<file path="src/design/telemetry_pkg.sv">
`default_nettype none

package telemetry_pkg;

  // Capture word layout
  localparam int SIG_WIDTH = 20;  // Watched status field
  localparam int IGN_WIDTH = 12;  // Stored, never compared
  localparam int LOG_WIDTH = SIG_WIDTH + IGN_WIDTH;  // Ignored field sits on top

  // Capture FIFO
  localparam int FIFO_DEPTH  = 16;
  localparam int PTR_WIDTH   = $clog2(FIFO_DEPTH);
  localparam int LEVEL_WIDTH = PTR_WIDTH + 1;  // Holds 0 to FIFO_DEPTH

  // Transmitter character buffer, one credit per slot
  localparam int TX_CREDITS   = 2;
  localparam int TX_PTR_WIDTH = $clog2(TX_CREDITS);
  localparam int CREDIT_WIDTH = $clog2(TX_CREDITS + 1);

  // Serial timing
  localparam int UART_PRESCALE  = 4;  // Clocks per bit, kept short for simulation
  localparam int PRESCALE_WIDTH = $clog2(UART_PRESCALE);
  localparam int FRAME_BITS     = 10;  // Start, 8 data, stop

  localparam logic [7:0] LINE_FEED = 8'h0A;

  // Dump controller states
  typedef enum logic [1:0] {
    IDLE,
    POP,
    HEX,
    NEWLINE
  } dump_state_t;

endpackage

`default_nettype wire

</file>
<file path="src/design/telemetry_logger.sv">
`default_nettype none
`timescale 1ns/1ns

module telemetry_logger (
  input  wire                                   clock,
  input  wire                                   usb_rst,
  input  wire                                   enable_i,
  input  wire  [telemetry_pkg::SIG_WIDTH-1:0]   change_i,
  input  wire  [telemetry_pkg::IGN_WIDTH-1:0]   ignore_i,
  input  wire                                   pop_i,
  output logic [telemetry_pkg::LOG_WIDTH-1:0]   word_o,
  output logic                                  empty_o,
  output logic [telemetry_pkg::LEVEL_WIDTH-1:0] level_o,
  output logic                                  overflow_o
);

  logic [telemetry_pkg::LOG_WIDTH-1:0]   mem [telemetry_pkg::FIFO_DEPTH];
  logic [telemetry_pkg::SIG_WIDTH-1:0]   last_q;
  logic [telemetry_pkg::LOG_WIDTH-1:0]   wr_word_q;
  logic [telemetry_pkg::PTR_WIDTH-1:0]   wr_ptr_q;
  logic [telemetry_pkg::PTR_WIDTH-1:0]   rd_ptr_q;
  logic [telemetry_pkg::LEVEL_WIDTH-1:0] count_q;
  logic                                  armed_q;
  logic                                  wr_q;
  logic                                  overflow_q;
  logic                                  capture_w;
  logic                                  full_w;
  logic                                  push_w;
  logic                                  pull_w;

  // First enabled cycle always captures, then only on a change
  assign capture_w = enable_i && (armed_q || (change_i != last_q));

  always_ff @(posedge clock) begin
    if (usb_rst) begin
      armed_q <= 1'b1;
      wr_q    <= 1'b0;
    end else begin
      armed_q <= !enable_i;  // Re-arms while capture is off
      wr_q    <= capture_w;
    end
  end

  // Word to be written on the following edge
  always_ff @(posedge clock) begin
    if (capture_w) begin
      last_q    <= change_i;
      wr_word_q <= {ignore_i, change_i};
    end
  end

  assign full_w = (count_q == telemetry_pkg::LEVEL_WIDTH'(telemetry_pkg::FIFO_DEPTH));
  assign push_w = wr_q && !full_w;  // Dropped when full
  assign pull_w = pop_i && !empty_o;

  always_ff @(posedge clock) begin
    if (usb_rst) begin
      wr_ptr_q   <= '0;
      rd_ptr_q   <= '0;
      count_q    <= '0;
      overflow_q <= 1'b0;
    end else begin
      if (push_w) wr_ptr_q <= wr_ptr_q + 1'b1;  // Wraps at the depth
      if (pull_w) rd_ptr_q <= rd_ptr_q + 1'b1;

      case ({push_w, pull_w})
        2'b10:   count_q <= count_q + 1'b1;
        2'b01:   count_q <= count_q - 1'b1;
        default: count_q <= count_q;
      endcase

      // Sticky until reset
      if (wr_q && full_w) begin
        overflow_q <= 1'b1;
      end
    end
  end

  always_ff @(posedge clock) begin
    if (push_w) begin
      mem[wr_ptr_q] <= wr_word_q;
    end
  end

  assign word_o     = mem[rd_ptr_q];  // Oldest entry
  assign empty_o    = (count_q == '0);
  assign level_o    = count_q;
  assign overflow_o = overflow_q;

endmodule

`default_nettype wire

</file>
<file path="src/design/dump_fsm.sv">
`default_nettype none
`timescale 1ns/1ns

module dump_fsm (
  input  wire                                 clock,
  input  wire                                 usb_rst,
  input  wire                                 start_i,
  input  wire  [telemetry_pkg::LOG_WIDTH-1:0] word_i,
  input  wire                                 empty_i,
  output logic                                pop_o,
  output logic                                char_valid_o,
  output logic [7:0]                          char_data_o,
  input  wire                                 credit_return_i,
  output logic                                dumping_o
);

  telemetry_pkg::dump_state_t             state_q;
  telemetry_pkg::dump_state_t             state_d;
  logic [telemetry_pkg::LOG_WIDTH-1:0]    shift_q;
  logic [2:0]                             nibble_q;
  logic [telemetry_pkg::CREDIT_WIDTH-1:0] credit_q;
  logic                                   has_credit_w;
  logic                                   emit_w;

  // Upper-case ASCII for one nibble
  function automatic logic [7:0] hex_ascii(input logic [3:0] nibble);
    if (nibble < 4'd10) begin
      return 8'h30 + {4'h0, nibble};
    end
    return 8'h37 + {4'h0, nibble};  // 'A' minus ten
  endfunction

  assign has_credit_w = (credit_q != '0);
  assign emit_w = (state_q == telemetry_pkg::HEX) || (state_q == telemetry_pkg::NEWLINE);

  always_comb begin
    state_d = state_q;
    case (state_q)
      telemetry_pkg::IDLE: begin
        if (start_i && !empty_i) state_d = telemetry_pkg::POP;
      end
      telemetry_pkg::POP: begin
        state_d = empty_i ? telemetry_pkg::IDLE : telemetry_pkg::HEX;
      end
      telemetry_pkg::HEX: begin
        if (has_credit_w && (nibble_q == 3'd7)) state_d = telemetry_pkg::NEWLINE;
      end
      telemetry_pkg::NEWLINE: begin
        // Late captures keep the dump going
        if (has_credit_w) state_d = empty_i ? telemetry_pkg::IDLE : telemetry_pkg::POP;
      end
      default: state_d = telemetry_pkg::IDLE;
    endcase
  end

  assign pop_o        = (state_q == telemetry_pkg::POP) && !empty_i;
  assign char_valid_o = emit_w && has_credit_w;  // Each one spends a credit
  assign char_data_o  = (state_q == telemetry_pkg::NEWLINE) ? telemetry_pkg::LINE_FEED
                                                             : hex_ascii(shift_q[31:28]);
  assign dumping_o    = (state_q != telemetry_pkg::IDLE);

  always_ff @(posedge clock) begin
    if (usb_rst) begin
      state_q  <= telemetry_pkg::IDLE;
      nibble_q <= '0;
      credit_q <= telemetry_pkg::CREDIT_WIDTH'(telemetry_pkg::TX_CREDITS);
    end else begin
      state_q <= state_d;

      if (state_q == telemetry_pkg::POP) begin
        nibble_q <= '0;
      end else if ((state_q == telemetry_pkg::HEX) && has_credit_w) begin
        nibble_q <= nibble_q + 1'b1;
      end

      case ({char_valid_o, credit_return_i})
        2'b10:   credit_q <= credit_q - 1'b1;
        2'b01:   credit_q <= credit_q + 1'b1;
        default: credit_q <= credit_q;  // Spend and return cancel
      endcase
    end
  end

  // Most significant nibble goes first
  always_ff @(posedge clock) begin
    if (state_q == telemetry_pkg::POP) begin
      shift_q <= word_i;
    end else if ((state_q == telemetry_pkg::HEX) && has_credit_w) begin
      shift_q <= {shift_q[telemetry_pkg::LOG_WIDTH-5:0], 4'h0};
    end
  end

endmodule

`default_nettype wire

</file>
<file path="src/design/baud_timer.sv">
`default_nettype none
`timescale 1ns/1ns

module baud_timer (
  input  wire        clock,
  input  wire        usb_rst,
  input  wire        frame_start_i,
  output logic       bit_tick_o,
  output logic [3:0] bit_index_o,
  output logic       frame_done_o
);

  logic                                     active_q;
  logic [telemetry_pkg::PRESCALE_WIDTH-1:0] presc_q;
  logic [3:0]                               index_q;

  // Tick on the last clock of each bit
  assign bit_tick_o = active_q &&
      (presc_q == telemetry_pkg::PRESCALE_WIDTH'(telemetry_pkg::UART_PRESCALE - 1));
  assign frame_done_o = bit_tick_o && (index_q == 4'(telemetry_pkg::FRAME_BITS - 1));
  assign bit_index_o  = index_q;

  always_ff @(posedge clock) begin
    if (usb_rst) begin
      active_q <= 1'b0;
      presc_q  <= '0;
      index_q  <= '0;
    end else if (frame_start_i) begin  // Also restarts right after a stop bit
      active_q <= 1'b1;
      presc_q  <= '0;
      index_q  <= '0;
    end else if (active_q) begin
      if (bit_tick_o) begin
        presc_q <= '0;
        if (frame_done_o) begin
          active_q <= 1'b0;
          index_q  <= '0;
        end else begin
          index_q <= index_q + 1'b1;
        end
      end else begin
        presc_q <= presc_q + 1'b1;
      end
    end
  end

endmodule

`default_nettype wire

</file>
<file path="src/design/uart_tx_shift.sv">
`default_nettype none
`timescale 1ns/1ns

module uart_tx_shift (
  input  wire        clock,
  input  wire        usb_rst,
  input  wire        char_valid_i,
  input  wire  [7:0] char_data_i,
  output logic       credit_return_o,
  input  wire        bit_tick_i,
  input  wire  [3:0] bit_index_i,
  input  wire        frame_done_i,
  output logic       frame_start_o,
  output logic       tx_o,
  output logic       busy_o
);

  logic [7:0]                             buf_q [telemetry_pkg::TX_CREDITS];
  logic [telemetry_pkg::TX_PTR_WIDTH-1:0] wr_ptr_q;
  logic [telemetry_pkg::TX_PTR_WIDTH-1:0] rd_ptr_q;
  logic [telemetry_pkg::CREDIT_WIDTH-1:0] count_q;
  logic [telemetry_pkg::FRAME_BITS-1:0]   frame_q;
  logic                                   active_q;
  logic                                   load_w;

  function automatic logic [telemetry_pkg::TX_PTR_WIDTH-1:0] next_ptr(
      input logic [telemetry_pkg::TX_PTR_WIDTH-1:0] ptr);
    if (ptr == telemetry_pkg::TX_PTR_WIDTH'(telemetry_pkg::TX_CREDITS - 1)) begin
      return '0;
    end
    return ptr + 1'b1;
  endfunction

  // Next frame may follow the stop bit with no gap
  assign load_w          = (count_q != '0) && (!active_q || frame_done_i);
  assign frame_start_o   = load_w;
  assign credit_return_o = load_w;  // Slot freed as the character leaves
  assign tx_o            = frame_q[0];
  assign busy_o          = active_q || (count_q != '0);

  // Credits guarantee a free slot, so no full check
  always_ff @(posedge clock) begin
    if (char_valid_i) begin
      buf_q[wr_ptr_q] <= char_data_i;
    end
  end

  always_ff @(posedge clock) begin
    if (usb_rst) begin
      wr_ptr_q <= '0;
      rd_ptr_q <= '0;
      count_q  <= '0;
      active_q <= 1'b0;
      frame_q  <= '1;  // Line idles high
    end else begin
      if (char_valid_i) wr_ptr_q <= next_ptr(wr_ptr_q);
      if (load_w) rd_ptr_q <= next_ptr(rd_ptr_q);

      case ({char_valid_i, load_w})
        2'b10:   count_q <= count_q + 1'b1;
        2'b01:   count_q <= count_q - 1'b1;
        default: count_q <= count_q;
      endcase

      if (load_w) begin
        frame_q  <= {1'b1, buf_q[rd_ptr_q], 1'b0};  // Stop, data LSB first, start
        active_q <= 1'b1;
      end else if (frame_done_i) begin
        frame_q  <= '1;
        active_q <= 1'b0;
      end else if (bit_tick_i && (bit_index_i != 4'(telemetry_pkg::FRAME_BITS - 1))) begin
        frame_q <= {1'b1, frame_q[telemetry_pkg::FRAME_BITS-1:1]};
      end
    end
  end

endmodule

`default_nettype wire

</file>
<file path="src/design/telemetry_uart_top.sv">
`default_nettype none
`timescale 1ns/1ns

module telemetry_uart_top (
  input  wire                                   clock,
  input  wire                                   usb_rst,
  input  wire                                   enable_i,
  input  wire  [telemetry_pkg::SIG_WIDTH-1:0]   change_i,
  input  wire  [telemetry_pkg::IGN_WIDTH-1:0]   ignore_i,
  input  wire                                   start_i,
  output logic                                  tx_o,
  output logic                                  dumping_o,
  output logic                                  overflow_o,
  output logic [telemetry_pkg::LEVEL_WIDTH-1:0] level_o,
  output logic                                  busy_o
);

  wire [telemetry_pkg::LOG_WIDTH-1:0] word;
  wire                                empty;
  wire                                pop;
  wire                                char_valid;
  wire [7:0]                          char_data;
  wire                                credit_return;
  wire                                frame_start;
  wire                                bit_tick;
  wire [3:0]                          bit_index;
  wire                                frame_done;

  telemetry_logger u_logger (
    .clock      (clock),
    .usb_rst    (usb_rst),
    .enable_i   (enable_i),
    .change_i   (change_i),
    .ignore_i   (ignore_i),
    .pop_i      (pop),
    .word_o     (word),
    .empty_o    (empty),
    .level_o    (level_o),
    .overflow_o (overflow_o)
  );

  // Words to ASCII hex lines, paced by transmitter credits
  dump_fsm u_dump (
    .clock           (clock),
    .usb_rst         (usb_rst),
    .start_i         (start_i),
    .word_i          (word),
    .empty_i         (empty),
    .pop_o           (pop),
    .char_valid_o    (char_valid),
    .char_data_o     (char_data),
    .credit_return_i (credit_return),
    .dumping_o       (dumping_o)
  );

  baud_timer u_baud (
    .clock         (clock),
    .usb_rst       (usb_rst),
    .frame_start_i (frame_start),
    .bit_tick_o    (bit_tick),
    .bit_index_o   (bit_index),
    .frame_done_o  (frame_done)
  );

  uart_tx_shift u_tx (
    .clock           (clock),
    .usb_rst         (usb_rst),
    .char_valid_i    (char_valid),
    .char_data_i     (char_data),
    .credit_return_o (credit_return),
    .bit_tick_i      (bit_tick),
    .bit_index_i     (bit_index),
    .frame_done_i    (frame_done),
    .frame_start_o   (frame_start),
    .tx_o            (tx_o),
    .busy_o          (busy_o)
  );

endmodule

`default_nettype wire

</file>
<file path="config.mk">
export PLATFORM = sky130hd
export DESIGN_NAME = telemetry_uart_top
export DESIGN_NICKNAME = d
export VERILOG_FILES = /design/src/design/telemetry_pkg.sv /design/src/design/telemetry_logger.sv /design/src/design/dump_fsm.sv /design/src/design/baud_timer.sv /design/src/design/uart_tx_shift.sv /design/src/design/telemetry_uart_top.sv
export SDC_FILE = /design/constraint.sdc
export NUM_CORES = 1
export LEC_CHECK = 0
export BUFFER_PORTS_ARGS = -buffer_cell sky130_fd_sc_hd__buf_2
export CAP_MARGIN = 20
export CORE_ASPECT_RATIO = 0.7
export CORE_UTILIZATION = 51
export DETAILED_ROUTE_END_ITERATION = 8
export MAX_ROUTING_LAYER = met4
export PLACE_DENSITY = 0.66
export SYNTH_ARGS = -nofsm -noshare
export SYNTH_HDL_FRONTEND = slang
export SYNTH_HIERARCHICAL = 1
export SYNTH_SLANG_ARGS = --single-unit
</file>
<file path="constraint.sdc">
create_clock -name clock -period 4.9 [get_ports clock]
set_input_delay 0.98 -clock clock [delete_from_list [all_inputs] [get_ports clock]]
set_output_delay 0.98 -clock clock [all_outputs]
set_load 0.05 [all_outputs]
</file>
==> impl_metrics.yaml, run 1 <==
routing:
  dr.pass1.iters: 5
  wl_per_cell_microns: 26.90
  drt-initial-drc-count: 1335
  vias: 11992
  route.antenna.remaining_nets: 0
  via_per_inst: 6.081
  routed_wl_mm: 53.05
  post-route-drc-count: 0
clock_network:
  ctsResizeCount: 0
  insertion_delay_ps: 610
  cts_tree: "built"
  htreeDepth: 2
  numCtsBuffers: 57
  postCtsHoldBufs: 0
  clock_sinks: 641
  cts_setup_buffers: 0
  clock_path_buffers: 3
  clk_pin_slew_worst_paths_ps: 70
  cts-root-buf: "clkbuf_16"
critical_path:
  worstSetupPathType: "register to register"
  rr_worst_depth: 5
  end_kind: "register"
  crit_arrival_ps: 3560
  startpoint_type: "register"
  r2r_slack_ps: 1610
  crit_fanout: 18
  cp.required_ps: 5160
logic_synthesis:
  synthCells: 1198
  synth.distinct_cells: 70
  yosysSeqAreaShare_pct: 74.50
  syn-mean-instance-area_sq_um: 21.02
  ys.flop_type: "edfxtp_1"
  ys.warnings.count: 6
  synth_area_sq_um: 25180
  ys_ff_latch: 641
  async_reset_ff_share_pct: 0
  synth-edff-count: 592
  syn_nets: 1249
sta:
  final_max_slew_viol_count: 0
  setup_viol: 0
  max_freq_mhz: 303.5
  fin_crit_ps: 3295
  totalNegativeSetupSlack_ps: 0
  timing_worst_slew_pin_value_ps: 876.4
  maxSlewHeadroom_pct: 41.45
  grt_setup_unrepaired: "no"
  hold_violations: 0
  fin_crit_sh_pct: 67.24
  fin_hold_ws_ps: 494.8
  clock_skew_ps: 16.46
  worst_slack_ps: 1605
power:
  ir_worst_vdd_uv: 306.6
  powerDensity_nw_per_um2: 407.1
  comb_power_share_pct: 5.7
  leakage_nw: 8.803
  switchingPower_w: 0.002508
  p_seq_share_pct: 55.6
  swShare_pct: 21.91
  p_int_w: 0.008938
  pwr-share-clk_pct: 38.8
global_route:
  antenna_found_initial: 2
  grt_first_pass_wirelength_mm: 78.78
  overflow: 0
  grt_max_degree: 70
  track_usage_pct: 22.41
  grt_pass1_vias: 11798
placement:
  numPortBuffers: 44
  hpwl_mm: 30.03
  gp_congestion: 0.7746
  pre_cts_ws_ps: 1626
run:
  maxCapViolations: 0
floorplan:
  core-area_sq_um: 48290
  boundaryPins: 45
  fp-row-count: 67
  initial_core_util_pct: 52.15
  die_h_microns: 187.9
  die_w_microns: 267.6
  die_area_sq_um: 50280
hold_path:
  min_path_type: "register to register"
  holdPathStages: 2
final_layout:
  nFillCells: 3526
  num_antenna_cells: 0
  area_growth_pct: 11.67
  final_util_pct: 58.23
  nets: 1326
  drive_above_1_share_pct: 25.21
outcome:
  status: "complete, no violations"
[kinds of logic (layout without fill, tap and decap cells)]
kind of cell | count (synthesis) | count (layout) | synth area share, %
DFF | 641 | 641 | 74.50
muxes | 193 | 193 | 16.12
and+or+nand+nor | 151 | 151 | 3.170
AOI/OAI and AO/OA | 83 | 83 | 2.460
buffers and inverters | 80 | 199 | 1.809
xor gates and xnor gates | 34 | 34 | 1.183
adders and majority gates | 15 | 15 | 0.7454
other | 1 | 1 | 0.01489
[power by group through the flow]
stage	Clock [W]	Combinational (W)	Sequential (W)
6_report	0.00444	0.000647	0.00636
5_1_grt	0.00470	0.000703	0.00639
2_1_floorplan	0	0.000474	0.00642
3_3_place_gp	0	0.000629	0.00647
3_5_place_dp	0	0.000644	0.00648
4_1_cts	0.00450	0.000649	0.00636
[path summary, 6_finish.rpt]
check | startpoint | to
setup / recovery | u_logger/level_o[1] | u_logger/mem[7][23]
hold / removal | u_logger/overflow_o | u_logger/overflow_o
setup reg to reg | u_logger/level_o[1] | u_logger/mem[7][23]
hold reg to reg | u_logger/overflow_o | u_logger/overflow_o
[synthesized netlist by cell type, types with 7 or more instances]
| master | instances | area, sq um |
|---|---|---|
| a21oi_1 | 20 | 100.1 |
| xor2_1 | 26 | 227.7 |
| edfxtp_1 | 592 | 17780 |
| mux4_1 | 24 | 630.6 |
| clkbuf_1 | 24 | 90.09 |
| nor2_1 | 47 | 176.4 |
| a211oi_1 | 7 | 52.55 |
| or3_1 | 7 | 43.79 |
| nor2b_1 | 18 | 112.6 |
| o21ai_0 | 8 | 40.04 |
| and2_1 | 10 | 62.56 |
| a2111oi_0 | 9 | 78.83 |
| xnor2_1 | 8 | 70.07 |
| o221ai_1 | 7 | 61.31 |
| ha_1 | 15 | 187.7 |
| buf_2 | 12 | 60.06 |
| mux4_2 | 136 | 3063 |
| dfxtp_1 | 49 | 980.9 |
| nor3_1 | 10 | 50.05 |
| nand2_1 | 18 | 67.56 |
| buf_6 | 14 | 157.7 |
| inv_1 | 15 | 56.30 |
| mux2_1 | 28 | 315.3 |
[flip-flops by register name (all words and copies together) (netlist names), named ones only]
| register | cells |
|---|---|
| u_baud/active_q | 1 |
| u_baud/bit_index_o | 4 |
| u_baud/presc_q | 2 |
| u_dump/credit_q | 2 |
| u_dump/nibble_q | 3 |
| u_dump/shift_q | 32 |
| u_dump/state_q | 1 |
| u_logger/armed_q | 1 |
| u_logger/last_q | 19 |
| u_logger/level_o | 5 |
| u_logger/mem | 512 |
| u_logger/overflow_o | 1 |
| u_logger/rd_ptr_q | 4 |
| u_logger/wr_ptr_q | 4 |
| u_logger/wr_q | 1 |
| u_logger/wr_word_q | 13 |
| u_tx/active_q | 1 |
| u_tx/buf_q | 16 |
| u_tx/count_q | 2 |
| u_tx/frame_q | 9 |
| u_tx/rd_ptr_q | 1 |
| u_tx/wr_ptr_q | 1 |
[worst max-delay path, stage by stage, from the launching register on]
cell,delay (ps)
dfxtp_1,480
nor4_2,130
a21boi_1,720
nand2_1,460
nor2_4,660
buf_4,470
[stage by stage]
| step | instance area [sq um] | total power, W | instances |
|---|---|---|---|
| after floorplan | 25180 | 0.006889 | 1198 |
| after global placement | 26280 | 0.007095 | 1870 |
| after detailed placement | 26300 | 0.007122 | 1871 |
| after CTS | 28120 | 0.01151 | 1972 |
| after global routing | 28120 | 0.01179 | 1972 |
| final | 28120 | 0.01145 | 1972 |
[cell type report]
cell class	instances	area [sq um]	share of cell area [%]
Sequential cell	641	18770	66.75
Multi-Input combinational cell	477	6097	21.68
Clock buffer	69	1471	5.233
Tap cell	655	819.5	2.915
Timing Repair Buffer	81	548.0	1.949
Clock inverter	32	350.3	1.246
Inverter	17	63.81	0.2269
[cell usage in the layout (no fill, tap or decap), drive strengths merged, types with 9 or more instances in the layout]
cell,netlist,routed
dfxtp,49,49
edfxtp,592,592
clkbuf,25,69
xor2,26,26
nor2b,18,18
o21ai,11,11
a21oi,20,20
ha,15,15
mux2,28,28
buf,38,81
mux4,160,160
and2,10,10
a2111oi,9,9
nand2,19,19
nor2,47,47
inv,17,20
clkinv,0,21
nor3,10,10
[layer usage]
layer / vias up / global-route usage (%) / share of wire, %
met5: - / - / 0
met4: 0 / 4.659 / 1.6
met3: 63 / 2.928 / 6.2
met2: 424 / 32.54 / 46
met1: 6378 / 34.30 / 46
li1: 5127 / - / -
Power figures use the tool's default switching activity.
==> run 2: changes to the inputs <==
==> constraint.sdc (replaced) <==
create_clock -name clock -period 3.3 [get_ports clock]
set_input_delay 0.66 -clock clock [delete_from_list [all_inputs] [get_ports clock]]
set_output_delay 0.66 -clock clock [all_outputs]
set_load 0.05 [all_outputs]
==> impl_metrics.yaml, run 2 (synthesis results as in run 1) <==
hold_path:
  min_path_type: "input pin to register"
final_layout:
  top_register: "u_logger/mem"
  final_cell_mix: "592 x edfxtp_1, 136 x mux4_2, 59 x clkbuf_16, 44 x buf_2, 44 x dfxtp_1"
  nets: 1342
  largest_register_ff_count: 512
  mostFrequentLayoutCell: "edfxtp_1"
  regArea_sq_um: 18770
  final_util_pct: 59.05
  drive_above_1_share_pct: 26.89
  top_regs: "u_logger/mem x512, u_dump/shift_q x32, u_logger/last_q x19"
  num_antenna_cells: 0
  nFillCells: 3455
  multi_input_area_sq_um: 6122
  area_growth_pct: 13.24
clock_network:
  cts-root-buf: "clkbuf_16"
  cts_tree: "built"
  clk_pin_slew_worst_paths_ps: 60
  cts_setup_buffers: 0
  clock_path_buffers: 3
  numCtsBuffers: 58
  postCtsHoldBufs: 0
  clock_sinks: 641
  htreeDepth: 2
  ctsResizeCount: 0
  insertion_delay_ps: 610
sta:
  clock_skew_ps: 28.15
  timing_worst_slew_pin_value_ps: 984.2
  totalNegativeSetupSlack_ps: 0
  grt_setup_unrepaired: "no"
  final_max_slew_viol_count: 0
  setup_viol: 0
  max_freq_mhz: 329.0
  maxSlewHeadroom_pct: 34.14
  fin_crit_sh_pct: 92.12
  fin_crit_ps: 3040
  hold_violations: 0
floorplan:
  die_h_microns: 187.9
  boundaryPins: 45
  die_area_sq_um: 50280
  die_w_microns: 267.6
  core-area_sq_um: 48290
  initial_core_util_pct: 52.15
  fp-row-count: 67
power:
  powerDensity_nw_per_um2: 605.0
  leakage_nw: 8.950
  ir_worst_vdd_uv: 430.7
routing:
  dr.pass1.iters: 5
  routed.top_layer: "met4"
  met3WireLength_mm: 3.323
  wl_per_cell_microns: 26.84
  routed_wl_mm: 53.52
  post-route-drc-count: 0
  route.antenna.remaining_nets: 0
  wl_met1_mm: 24.32
  dr_wl_met2_mm: 24.93
  vias: 11971
  drt-initial-drc-count: 1177
  via_per_inst: 6.004
placement:
  numPortBuffers: 44
  hpwl_mm: 29.60
  gp_congestion: 0.7692
global_route:
  grt_max_degree: 84
  track_usage_pct: 22.66
  overflow: 0
  antenna_found_initial: 1
  grt_pass1_vias: 12124
  grt_first_pass_wirelength_mm: 80.04
critical_path:
  end_kind: "register"
  crit_fanout: 8
  worstSetupPathType: "register to register"
  startpoint_type: "register"
  cp.required_ps: 3770
  crit_arrival_ps: 3510
outcome:
  status: "complete, no violations"
run:
  maxCapViolations: 0
## run 2: cell types whose count changed in the layout (fill, tap and decap cells not counted), moves of 2 or more
cell,change
nor3_2,-4
clkbuf_1,-2
clkbuf_16,+2
clkinv_2,+6
buf_4,+3
buf_12,+12
clkbuf_8,+4
clkinv_1,-3
nor3_4,+4
clkinvlp_4,+3
## run 2: area by class of cell
cell class              count  area share [%]
clock inverters            35           1.255
inverters                  17          0.2238
well taps                 655           2.874
repair buffers             96           2.844
multi-input cells         477           21.47
flip-flops and latches    641           65.83
clock buffers              73           5.503
## run 2: worst paths after layout
kind	start	endpoint	slack, ps	cells past startpoint
max	u_logger/level_o[1]	u_logger/level_o[4]	260	12
max reg2reg	u_logger/level_o[1]	u_logger/level_o[4]	260	12
min reg2reg	u_logger/overflow_o	u_logger/overflow_o	480	2
min	ignore_i[3]	u_logger/wr_word_q[23]	250	1
## run 2: power by group
part / switching, W / total (W) / internal, W
clock: 0.00292 / 0.00683 / 0.00391
sequential: 0.000253 / 0.00942 / 0.00916
combinational: 0.000603 / 0.00100 / 0.000398
## run 2: stage by stage
| step | setup slack (ps) | std cells | hold WS [ps] | power, W | cell area, sq um |
|---|---|---|---|---|---|
| after global placement | 354.5 | 1886 | 466.8 | 0.01054 | 26590 |
| after global routing | 25.09 | 1994 | 237.3 | 0.01778 | 28510 |
| after detailed placement | 307.6 | 1886 | 463.4 | 0.01058 | 26590 |
| after floorplan | 70.86 | 1198 | 447.9 | 0.01023 | 25200 |
| final | 260.2 | 1994 | 247.7 | 0.01725 | 28510 |
| after CTS | 295.7 | 1994 | 227.9 | 0.01738 | 28510 |
## run 2: worst max-delay path: stages (launching register included)
cell,delay [ps]
dfxtp_1,380
nor4_2,450
and2_1,260
nor2_1,110
a21boi_1,160
ha_1,290
xor2_1,170
ha_1,180
inv_1,110
nand2_1,70
a31o_2,250
and2_1,130
a2111o_1,370
## run 2: layer usage
metal  global-route usage [%]  vias to the layer above
met5                        -                        -
met4                    4.879                        0
met3                    3.493                       73
met2                    33.66                      382
met1                    33.55                     6355
li1                         -                     5161
==> run 3: changes to the inputs <==
--- a/config.mk
+++ b/config.mk
@@ -9,6 +9,7 @@
 export CAP_MARGIN = 20
 export CORE_ASPECT_RATIO = 0.7
 export CORE_UTILIZATION = 51
+export CTS_BUF_LIST = sky130_fd_sc_hd__clkbuf_16
 export DETAILED_ROUTE_END_ITERATION = 8
 export MAX_ROUTING_LAYER = met4
 export PLACE_DENSITY = 0.66
==> constraint.sdc (replaced) <==
create_clock -name clock -period 3.35 [get_ports clock]
set_input_delay 0.67 -clock clock [delete_from_list [all_inputs] [get_ports clock]]
set_output_delay 0.67 -clock clock [all_outputs]
set_load 0.05 [all_outputs]
==> impl_metrics.yaml, run 3 (synthesis results as in run 1) <==
outcome:
  status: "complete, no violations"
floorplan:
  core-area_sq_um: 48290
  initial_core_util_pct: 52.15
  die_h_microns: 187.9
  die_w_microns: 267.6
  fp-row-count: 67
  boundaryPins: 45
  die_area_sq_um: 50280
final_layout:
  mostFrequentLayoutCell: "edfxtp_1"
  largest_register_ff_count: 512
  top_register: "u_logger/mem"
  top_regs: "u_logger/mem x512, u_dump/shift_q x32, u_logger/last_q x19"
  final_cell_mix: "592 x edfxtp_1, 136 x mux4_2, 59 x clkbuf_16, 45 x dfxtp_1, 44 x buf_2"
  drive_above_1_share_pct: 26.81
  nets: 1346
  area_growth_pct: 13.21
  num_antenna_cells: 0
sta:
  clock_skew_ps: 23.57
  timing_worst_slew_pin_value_ps: 834.0
  hold_violations: 0
  maxSlewHeadroom_pct: 44.29
  setup_viol: 0
  totalNegativeSetupSlack_ps: 0
  grt_setup_unrepaired: "no"
  fin_crit_ps: 3068
  worst_slack_ps: 282.0
  fin_crit_sh_pct: 91.58
  max_freq_mhz: 325.9
  final_max_slew_viol_count: 0
routing:
  dr.pass1.iters: 5
  via_per_inst: 5.976
  drt-initial-drc-count: 1241
  wl_per_cell_microns: 26.38
  route.antenna.remaining_nets: 0
  vias: 11941
  routed_wl_mm: 52.70
  post-route-drc-count: 0
placement:
  numPortBuffers: 44
  pre_cts_ws_ps: 357.7
  gp_congestion: 0.7801
  hpwl_mm: 30.54
power:
  powerDensity_nw_per_um2: 593.3
  p_seq_share_pct: 54.9
  p_int_w: 0.01323
  comb_power_share_pct: 5.8
  pwr-share-clk_pct: 39.3
  swShare_pct: 21.75
  switchingPower_w: 0.003679
  leakage_nw: 8.993
  ir_worst_vdd_uv: 466.8
  power.total_w: 0.01691
clock_network:
  clock_sinks: 641
  cts-root-buf: "clkbuf_16"
  postCtsHoldBufs: 0
  insertion_delay_ps: 590
  cts_setup_buffers: 0
  cts_tree: "built"
  htreeDepth: 2
  numCtsBuffers: 58
  clock_path_buffers: 3
  ctsResizeCount: 0
  clk_pin_slew_worst_paths_ps: 60
global_route:
  track_usage_pct: 22.30
  overflow: 0
  grt_pass1_vias: 12114
  grt_max_degree: 57
  antenna_found_initial: 2
  grt_first_pass_wirelength_mm: 78.80
critical_path:
  crit_arrival_ps: 3590
  startpoint_type: "register"
  end_kind: "register"
  cpMaxStageDelayCell: "nor4_2"
  cp.buffers_inverters: 1
  crit_fanout: 8
  path_cells: "nor4_2, and2_1, nor2_1, a21boi_1, ha_1, xor2_1, ha_1, inv_1, nand2_1, a31o_2, a2111oi_0, a2111o_1"
  cp.required_ps: 3870
  worstSetupPathType: "register to register"
  crit_top_cell: "ha_1"
  cp_top_family: "compound AO/OA/AOI/OAI gates"
  max_stage_delay_ps: 460
run:
  maxCapViolations: 0
hold_path:
  min_path_type: "input pin to register"
## run 3: changes by cell type in the layout (fill, tap and decap cells not counted)
| cell | delta |
|---|---|
| bufinv_16 | +1 |
| inv_6 | +1 |
| buf_12 | -2 |
| clkbuf_8 | -4 |
| clkinv_2 | -1 |
| clkinv_1 | +5 |
| clkbuf_1 | -10 |
| buf_4 | +6 |
| dfxtp_1 | +1 |
| dfxtp_2 | -1 |
| inv_1 | +8 |
## run 3: worst reg2reg max path, cell delays in order, from the launching register on
cell and delay, ps:
dfxtp_1 390, nor4_2 460, and2_1 260, nor2_1 100, a21boi_1 150, ha_1 290
xor2_1 170, ha_1 190, inv_1 110, nand2_1 60, a31o_2 250, a2111oi_0 450
a2111o_1 140
## run 3: area by class of cell
class,instances,area (sq um)
Sequential cell,641,18770
Clock buffer,59,1476
Fill cell,3482,19780
Inverter,17,63.81
Clock inverter,49,440.4
Multi-Input combinational cell,477,6122
Timing Repair Buffer,100,815.8
Tap cell,655,819.5
## run 3: layer usage
| metal | GRT usage (%) | up-vias | routed length, microns |
|---|---|---|---|
| met5 | - | - | 0 |
| met4 | 5.275 | 0 | 999 |
| met3 | 3.112 | 67 | 2940 |
| met2 | 32.81 | 350 | 24640 |
| met1 | 33.33 | 6352 | 24120 |
| li1 | - | 5172 | - |
## run 3: final timing paths
kind	startpoint	to	slack (ps)	cells past startpoint
max	u_logger/level_o[1]	u_logger/level_o[4]	280	12
min	ignore_i[0]	u_logger/wr_word_q[20]	260	1
max reg2reg	u_logger/level_o[1]	u_logger/level_o[4]	280	12
min reg2reg	u_logger/overflow_o	u_logger/overflow_o	480	2
## run 3: power by group through the flow
stage / Combinational (W) / Sequential (W) / Clock (W)
after floorplan: 0.000693 / 0.00938 / 0
after global placement: 0.000959 / 0.00943 / 0
after detailed placement: 0.000977 / 0.00945 / 0
after CTS: 0.000982 / 0.00928 / 0.00679
after global routing: 0.00107 / 0.00932 / 0.00707
final: 0.000979 / 0.00928 / 0.00665
## run 3: through the flow
step / hold slack [ps] / instances / util [%] / instance area (sq um)
4_1_cts: 233.0 / 1998 / 59.04 / 28510
2_1_floorplan: 447.9 / 1198 / - / 25200
3_3_place_gp: 479.2 / 1890 / 55.07 / 26590
5_1_grt: 246.5 / 1998 / 59.04 / 28510
6_report: 260.3 / 1998 / 59.04 / 28510
3_5_place_dp: 470.1 / 1890 / 55.07 / 26590
